[src/uart_frame_pkg.sv]
// command frame protocol constants, byte type and frame index type

`default_nettype none

package uart_frame_pkg;

    // ----------------------------------------
    // basic types
    typedef logic [7:0] byte_t;          // one uart byte
    typedef logic [4:0] frame_idx_t;     // position in frame, 0..17

    // ----------------------------------------
    // frame layout
    localparam byte_t      HDR_BYTE_0 = 8'hAF;     // first header byte
    localparam byte_t      HDR_BYTE_1 = 8'hFA;     // second header byte
    localparam frame_idx_t LEN_IDX    = 5'd2;      // length byte position

    localparam int MAX_PAYLOAD = 15;                // largest L accepted
    localparam int FRAME_DEPTH = MAX_PAYLOAD + 3;   // header, length and payload

    // command fields inside the payload
    localparam frame_idx_t CMD_IDX   = 5'd3;       // channel code
    localparam frame_idx_t VALUE_IDX = 5'd4;       // voltage byte

    // transmit pacing
    localparam int TX_GAP_CYCLES = 2;               // hold-off after each strobe

endpackage

`default_nettype wire

[src/pulse_ctrl_pkg.sv]
// capacitor channel codes and voltage setpoint type for the pulsed-power controller

`default_nettype none

package pulse_ctrl_pkg;

    // ----------------------------------------
    // setpoint and command types
    typedef logic [7:0] volt_t;          // capacitor voltage setpoint
    typedef logic [7:0] chan_code_t;     // channel select code

    // ----------------------------------------
    // channel codes carried in payload byte 0
    localparam chan_code_t CH_RES_1   = 8'd1;   // resonant capacitor 1
    localparam chan_code_t CH_RES_2   = 8'd2;   // resonant capacitor 2
    localparam chan_code_t CH_SUPPORT = 8'd3;   // support capacitor

    // any other code leaves the setpoints alone

endpackage

`default_nettype wire

[src/frame_decoder.sv]
// frame decoder with recv_done edge detect, header hunt, length check and byte indexing

`timescale 1ns/1ps
`default_nettype none

module frame_decoder (
    input  wire                        sys_clk,
    input  wire                        sys_rst_n,
    input  wire                        recv_done,
    input  wire uart_frame_pkg::byte_t recv_data,
    input  wire                        echo_busy,
    output logic                       byte_wr,
    output uart_frame_pkg::frame_idx_t byte_idx,
    output uart_frame_pkg::byte_t      byte_data,
    output logic                       frame_done,
    output uart_frame_pkg::byte_t      frame_len
);

    import uart_frame_pkg::*;

    typedef enum logic [1:0] {
        ST_HUNT,
        ST_HDR2,
        ST_LEN,
        ST_PAYLOAD
    } dec_state_t;

    dec_state_t state;
    logic       recv_d0;
    logic       recv_d1;
    logic       recv_rise;
    logic       last_wr;       // last payload byte went out this cycle
    logic       len_ok;
    byte_t      len_reg;       // L of the frame being received
    frame_idx_t next_idx;
    frame_idx_t last_idx;

    // ----------------------------------------
    // recv_done sync and rising edge
    always_ff @(posedge sys_clk or negedge sys_rst_n) begin
        if (!sys_rst_n) begin
            recv_d0 <= 1'b0;
            recv_d1 <= 1'b0;
        end else begin
            recv_d0 <= recv_done;
            recv_d1 <= recv_d0;
        end
    end

    assign recv_rise = recv_d0 & ~recv_d1;
    assign len_ok    = (recv_data != '0) && (recv_data <= byte_t'(MAX_PAYLOAD));
    assign next_idx  = byte_idx + 5'd1;
    assign last_idx  = frame_idx_t'(len_reg) + LEN_IDX;   // index of final payload byte

    // ----------------------------------------
    // hunt / header / length / payload FSM
    always_ff @(posedge sys_clk or negedge sys_rst_n) begin
        if (!sys_rst_n) begin
            state      <= ST_HUNT;
            byte_wr    <= 1'b0;
            byte_idx   <= '0;
            len_reg    <= '0;
            frame_len  <= '0;
            last_wr    <= 1'b0;
            frame_done <= 1'b0;
        end else begin
            byte_wr    <= 1'b0;
            last_wr    <= 1'b0;
            frame_done <= last_wr;            // one cycle after the last write
            if (echo_busy) begin
                state <= ST_HUNT;             // input dropped while echoing
            end else if (recv_rise) begin
                case (state)
                    ST_HUNT: begin
                        if (recv_data == HDR_BYTE_0) begin
                            state    <= ST_HDR2;
                            byte_wr  <= 1'b1;
                            byte_idx <= '0;
                        end
                    end
                    ST_HDR2: begin
                        if (recv_data == HDR_BYTE_1) begin
                            state    <= ST_LEN;
                            byte_wr  <= 1'b1;
                            byte_idx <= 5'd1;
                        end else begin
                            state <= ST_HUNT;   // no recheck for AF here
                        end
                    end
                    ST_LEN: begin
                        if (len_ok) begin
                            state    <= ST_PAYLOAD;
                            byte_wr  <= 1'b1;
                            byte_idx <= LEN_IDX;
                            len_reg  <= recv_data;
                        end else begin
                            state <= ST_HUNT;   // L out of range
                        end
                    end
                    ST_PAYLOAD: begin
                        byte_wr  <= 1'b1;
                        byte_idx <= next_idx;
                        if (next_idx == last_idx) begin
                            state     <= ST_HUNT;
                            last_wr   <= 1'b1;
                            frame_len <= len_reg;   // held until the next frame
                        end
                    end
                    default: state <= ST_HUNT;
                endcase
            end
        end
    end

    // data follows the edge strobe
    always_ff @(posedge sys_clk) begin
        if (recv_rise) begin
            byte_data <= recv_data;
        end
    end

endmodule

`default_nettype wire

[src/frame_exec.sv]
// frame store with read port and capacitor-voltage command execution

`timescale 1ns/1ps
`default_nettype none

module frame_exec (
    input  wire                             sys_clk,
    input  wire                             sys_rst_n,
    input  wire                             byte_wr,
    input  wire uart_frame_pkg::frame_idx_t byte_idx,
    input  wire uart_frame_pkg::byte_t      byte_data,
    input  wire                             frame_done,
    input  wire uart_frame_pkg::byte_t      frame_len,
    input  wire uart_frame_pkg::frame_idx_t rd_idx,
    output uart_frame_pkg::byte_t           rd_data,
    output pulse_ctrl_pkg::volt_t           cap_set_res_1,
    output pulse_ctrl_pkg::volt_t           cap_set_res_2,
    output pulse_ctrl_pkg::volt_t           cap_set_support
);

    import uart_frame_pkg::*;
    import pulse_ctrl_pkg::*;

    byte_t      frame_mem [FRAME_DEPTH];   // whole frame incl. header
    chan_code_t cmd_code;
    volt_t      cmd_value;
    logic       cmd_valid;

    // ----------------------------------------
    // frame storage
    always_ff @(posedge sys_clk) begin
        if (byte_wr) begin
            frame_mem[byte_idx] <= byte_data;
        end
    end

    assign rd_data = frame_mem[rd_idx];   // async read for the sender

    // ----------------------------------------
    // command decode
    assign cmd_code  = chan_code_t'(frame_mem[CMD_IDX]);
    assign cmd_value = volt_t'(frame_mem[VALUE_IDX]);

    // needs both code and value bytes in the payload
    assign cmd_valid = frame_done && (frame_len >= byte_t'(VALUE_IDX - LEN_IDX));

    always_ff @(posedge sys_clk or negedge sys_rst_n) begin
        if (!sys_rst_n) begin
            cap_set_res_1   <= '0;
            cap_set_res_2   <= '0;
            cap_set_support <= '0;
        end else if (cmd_valid) begin
            case (cmd_code)
                CH_RES_1:   cap_set_res_1   <= cmd_value;
                CH_RES_2:   cap_set_res_2   <= cmd_value;
                CH_SUPPORT: cap_set_support <= cmd_value;
                default: begin
                    // unknown channel, setpoints kept
                end
            endcase
        end
    end

endmodule

`default_nettype wire

[src/echo_sender.sv]
// paced echo of the stored frame to the uart transmitter

`timescale 1ns/1ps
`default_nettype none

module echo_sender (
    input  wire                        sys_clk,
    input  wire                        sys_rst_n,
    input  wire                        frame_done,
    input  wire uart_frame_pkg::byte_t frame_len,
    input  wire uart_frame_pkg::byte_t rd_data,
    input  wire                        tx_busy,
    output uart_frame_pkg::frame_idx_t rd_idx,
    output logic                       send_en,
    output uart_frame_pkg::byte_t      send_data,
    output logic                       echo_busy
);

    import uart_frame_pkg::*;

    typedef enum logic [1:0] {
        ST_IDLE,
        ST_WAIT,     // waiting for tx_busy low
        ST_GAP       // hold-off after a strobe
    } snd_state_t;

    snd_state_t state;
    frame_idx_t send_idx;
    frame_idx_t last_idx;
    logic [1:0] gap_cnt;
    logic       gap_done;

    // ----------------------------------------
    // outputs
    assign rd_idx    = send_idx;
    assign send_data = rd_data;
    assign send_en   = (state == ST_WAIT) && !tx_busy;   // single-cycle strobe
    assign echo_busy = (state != ST_IDLE);
    assign gap_done  = (gap_cnt == 2'(TX_GAP_CYCLES - 1));

    // ----------------------------------------
    // idle / wait / gap FSM
    always_ff @(posedge sys_clk or negedge sys_rst_n) begin
        if (!sys_rst_n) begin
            state    <= ST_IDLE;
            send_idx <= '0;
            last_idx <= '0;
            gap_cnt  <= '0;
        end else begin
            case (state)
                ST_IDLE: begin
                    if (frame_done) begin
                        state    <= ST_WAIT;
                        send_idx <= '0;
                        last_idx <= frame_idx_t'(frame_len) + LEN_IDX;   // L+3 bytes
                    end
                end
                ST_WAIT: begin
                    if (send_en) begin
                        state   <= ST_GAP;
                        gap_cnt <= '0;
                    end
                end
                ST_GAP: begin
                    if (gap_done) begin
                        if (send_idx == last_idx) begin
                            state <= ST_IDLE;        // whole frame echoed
                        end else begin
                            state    <= ST_WAIT;
                            send_idx <= send_idx + 5'd1;
                        end
                    end else begin
                        gap_cnt <= gap_cnt + 2'd1;
                    end
                end
                default: state <= ST_IDLE;
            endcase
        end
    end

endmodule

`default_nettype wire

[src/uart_echo_top.sv]
// top level joining frame decoder, frame executor and echo sender

`timescale 1ns/1ps
`default_nettype none

module uart_echo_top (
    input  wire                        sys_clk,
    input  wire                        sys_rst_n,
    input  wire                        recv_done,
    input  wire uart_frame_pkg::byte_t recv_data,
    input  wire                        tx_busy,
    output logic                       send_en,
    output uart_frame_pkg::byte_t      send_data,
    output pulse_ctrl_pkg::volt_t      cap_set_res_1,
    output pulse_ctrl_pkg::volt_t      cap_set_res_2,
    output pulse_ctrl_pkg::volt_t      cap_set_support
);

    import uart_frame_pkg::*;

    logic       byte_wr;
    frame_idx_t byte_idx;
    byte_t      byte_data;
    logic       frame_done;
    byte_t      frame_len;
    frame_idx_t rd_idx;
    byte_t      rd_data;
    logic       echo_busy;     // sender active, decoder holds off

    // ----------------------------------------
    // decode, execute, echo
    frame_decoder frame_decoder_i (
        .sys_clk    (sys_clk),
        .sys_rst_n  (sys_rst_n),
        .recv_done  (recv_done),
        .recv_data  (recv_data),
        .echo_busy  (echo_busy),
        .byte_wr    (byte_wr),
        .byte_idx   (byte_idx),
        .byte_data  (byte_data),
        .frame_done (frame_done),
        .frame_len  (frame_len)
    );

    frame_exec frame_exec_i (
        .sys_clk         (sys_clk),
        .sys_rst_n       (sys_rst_n),
        .byte_wr         (byte_wr),
        .byte_idx        (byte_idx),
        .byte_data       (byte_data),
        .frame_done      (frame_done),
        .frame_len       (frame_len),
        .rd_idx          (rd_idx),
        .rd_data         (rd_data),
        .cap_set_res_1   (cap_set_res_1),
        .cap_set_res_2   (cap_set_res_2),
        .cap_set_support (cap_set_support)
    );

    echo_sender echo_sender_i (
        .sys_clk    (sys_clk),
        .sys_rst_n  (sys_rst_n),
        .frame_done (frame_done),
        .frame_len  (frame_len),
        .rd_data    (rd_data),
        .tx_busy    (tx_busy),
        .rd_idx     (rd_idx),
        .send_en    (send_en),
        .send_data  (send_data),
        .echo_busy  (echo_busy)
    );

endmodule

`default_nettype wire

[config.mk]
export PLATFORM = sky130hd
export DESIGN_NAME = uart_echo_top
export DESIGN_NICKNAME = d
export VERILOG_FILES = /design/src/uart_frame_pkg.sv /design/src/pulse_ctrl_pkg.sv /design/src/frame_decoder.sv /design/src/frame_exec.sv /design/src/echo_sender.sv /design/src/uart_echo_top.sv
export SDC_FILE = /design/constraint.sdc
export NUM_CORES = 1
export LEC_CHECK = 0
export ABC_CLOCK_PERIOD_IN_PS = 2350
export BUFFER_PORTS_ARGS = -buffer_cell sky130_fd_sc_hd__buf_2
export CAP_MARGIN = 30
export CORE_MARGIN = 1.5
export CORE_UTILIZATION = 55
export CTS_CLUSTER_SIZE = 16
export DETAILED_ROUTE_END_ITERATION = 8
export PLACE_DENSITY = 0.79
export SLEW_MARGIN = 5
export SYNTH_ARGS = -nofsm -noshare
export SYNTH_HDL_FRONTEND = slang
export SYNTH_SLANG_ARGS = --single-unit
[constraint.sdc]
create_clock -name sys_clk -period 2.35 [get_ports sys_clk]
set_clock_uncertainty 0.05 [all_clocks]
set_input_delay 0.3525 -clock sys_clk [delete_from_list [all_inputs] [get_ports sys_clk]]
set_output_delay 0.3525 -clock sys_clk [all_outputs]
set_load 0.01 [all_outputs]
==> flow_summary.yaml <==
run_status:
  outcome: "finished with violations"
  failed_checks: "setup timing"
sta:
  report.final.hold_viol_count: 0
  hold_ws_ns: 0.0250
  finalSetupTns_ns: -3.41
  fmax_mhz: 357
  remaining_max_slew_budget_at_the_tightest_pin: 0.490
  timing_worst_slew_pin_value_ns: 0.759
  finalWorstSetupSlack_ns: -0.449
  drv_slew: 0
  setup-violations-final: 8
  finalCriticalPeriod_ns: 2.80
  rsz0062_at_grt: "true"
  min_period_over_period: 1.19
logic_synthesis:
  post_synth_and_or_nand_nor_area_fraction: 0.0535
  synth_edf_count: 152
  synth_cell_type_count: 51
  synth_compound_area_frac: 0.0433
  postSynthRegisterBits: 218
  post_synth_instance_area_um2: 8980
  yosys_most_used_dff: "edfxtp_1"
  netlist_top_cells_area: "edfxtp_1, dfrtp_1, mux4_2, mux2_2, mux2i_1"
  synth_area_per_cell_um2: 17.1
  synth.mux.area_fraction: 0.161
  yosys_warnings: 0
  synthAdderAreaFrac: 0.0181
  postSynthNetCount: 549
  synth_top_area_cell: "edfxtp_1"
  xor_xnor_share_of_the_synthesized_area: 0.0166
  synth.yosys.seq_area_share: 0.692
  synth-async-reset-ratio: 0.303
  syn-instance-count: 524
  synth_top_family_by_area: "multiplexers"
  synth_top_cell_area_share: 0.508
cts:
  cts_htree_levels: 1
  clock_sinks: 218
  clock_insertion_delay_worst_skew_ns: 0.51
  tritoncts: "built"
  cts-root-to-sink-buffers: 3
  cts_made_buffers: 23
  ctsRootBufferMaster: "clkbuf_16"
  cts.clk_slew.worst_paths_ns: 0.06
power:
  ir_worst_vdd_mv: 0.554
  lkg_pwr_nw: 4.01
  finalPower_mw: 8.48
  powerDensity_nw_per_um2: 799
floorplan:
  die_y_um: 131
  num_rows: 46
  die_width_um: 131
  design.portCount: 45
  initial_core_util: 0.563
  core_region_area_um2: 15900
  fp.dieArea_um2: 17100
setup_path:
  reg2regPathDepth: 5
  rrSetupSlack_ns: 0.12
  worstSetupEndpointType: "primary output"
  critical_path.reg2reg.startpoint: "frame_exec_i.frame_mem[3][2]"
  start_kind: "register"
  cp_data_arrival_time_ns: 2.40
  crit_required_ns: 1.95
  path_class: "register to primary output"
  timing.rr.end: "frame_exec_i.cap_set_res_1[1]"
  critical_path_peak_fanout: 8
place:
  place_hpwl_mm: 12.4
  numPortBuffers: 44
  routability_cong: 0.841
min_path:
  hold_path.class: "input pin to register"
  min_delay_worst_endpoint: "frame_decoder_i.byte_data[5]"
  hold_path_startpoint: "recv_data[5]"
  hold_depth: 1
finish:
  largest_reg_flops: 144
  nets: 645
  seqCellArea_um2: 6220
  area_added_between_synthesis_and_finish_pct: 18.2
  largest_register: "frame_exec_i.frame_mem"
  mostFrequentLayoutCell: "edfxtp_1"
  layout-drive-gt1-share: 0.352
  layout_common_cells: "edfxtp_1, dfrtp_1, buf_2"
  nFillCells: 1041
  antenna-diode-count: 0
  final_core_util: 0.666
  multi_input_area_um2: 2730
grt:
  grtUsageTotal: 0.229
  grt_first_pass_wirelength_mm: 28.7
  global_route.overflow_total: 0
  pin_count_of_the_biggest_net_entering_global_routing: 29
  antenna_found_initial: 0
  first_global_vias: 5115
detailed_routing:
  drt_first_pass_iters: 5
  avgRoutedWirePerCell_um: 22.0
  routed_wirelength_mm: 18.8
  drt.antenna.violating_nets: 0
  via_count: 5031
  drc_errors: 0
  route.detailed.vias_per_inst: 5.90
  first_iter_violations: 368
job:
  max-cap-violations: 0
## area by class of cell
type	instances	share of cell area
Inverter	13	0.00460
Sequential cell	218	0.586
Clock buffer	33	0.0621
Timing Repair Buffer	90	0.0605
Clock inverter	9	0.00472
Tap cell	216	0.0255
Multi-Input combinational cell	274	0.257
## cells by family (layout without fill, tap and decap cells)
group	count (synthesis)	count (layout)
compound gates	53	53
xor+xnor	17	17
fa+ha+maj	13	13
buf+inv	32	145
flops	218	218
mux	98	98
simple gates	93	93
## where the power goes
part	internal, mW	switching, mW
Sequential	4.18	0.120
Combinational	0.349	0.445
Clock	1.96	1.43
Total	6.49	1.99
## synthesized netlist by cell type, types with 2 or more instances
cell type  instances
edfxtp_1         152
dfrtp_1           66
mux2_2            48
mux4_2            31
nand2_1           23
nor2_1            21
mux2i_1           18
xnor2_1           15
nand3_1           14
ha_1              13
inv_1             13
a21oi_1           11
a211oi_1           9
clkbuf_1           9
nor3_1             8
buf_2              7
o21ai_0            7
o31ai_1            5
nor2b_1            4
o211ai_1           4
a22o_1             3
nor3b_1            3
nor4_1             3
or3_1              3
a21o_1             2
a31o_2             2
and2b_1            2
and3_1             2
nand4_1            2
o22ai_1            2
xor2_1             2
## stage by stage
stage	cells	cell area [µm²]	worst slack, ns
6_report	853	10600	-0.449
3_5_place_dp	806	9730	-0.0174
4_1_cts	853	10600	-0.492
3_3_place_gp	806	9730	0.0408
5_1_grt	853	10600	-0.554
2_1_floorplan	524	8980	0.102
## metal layers
layer,track usage,share of wire,vias to the layer above
li1,-,-,2238
met1,0.312,0.42,2612
met2,0.383,0.50,142
met3,0.0403,0.051,39
met4,0.0659,0.026,0
met5,0,0,-
## worst max-delay path, stage by stage (launching register included)
cell	delay [ns]
dfrtp_2	0.46
buf_12	0.18
mux4_2	0.51
mux2_4	0.31
a211oi_4	0.20
a21oi_1	0.08
buf_2	0.16
## worst max-delay path by stage
stage,slack [ns],from,end
global placement,0.04,echo_sender_i.rd_idx[1],send_data[6]
detailed placement,-0.02,echo_sender_i.rd_idx[1],send_data[7]
floorplan,0.10,echo_sender_i.rd_idx[1],send_data[0]
finish,-0.45,echo_sender_i.rd_idx[1],send_data[7]
CTS,-0.49,echo_sender_i.rd_idx[1],send_data[7]
global route,-0.55,echo_sender_i.rd_idx[1],send_data[0]
## timing repair
| item | in CTS | in global routing |
|---|---|---|
| resized for setup | 12 | 14 |
| endpoints found under the hold margin | 21 | 0 |
| gates cloned | 1 | 0 |
| pin swaps | 5 | 4 |
| buffers inserted | 2 | 0 |
| setup endpoints to repair | 8 | 11 |
| hold buffers | 2 | 0 |
No activity file was read; power rests on OpenSTA's default activity.
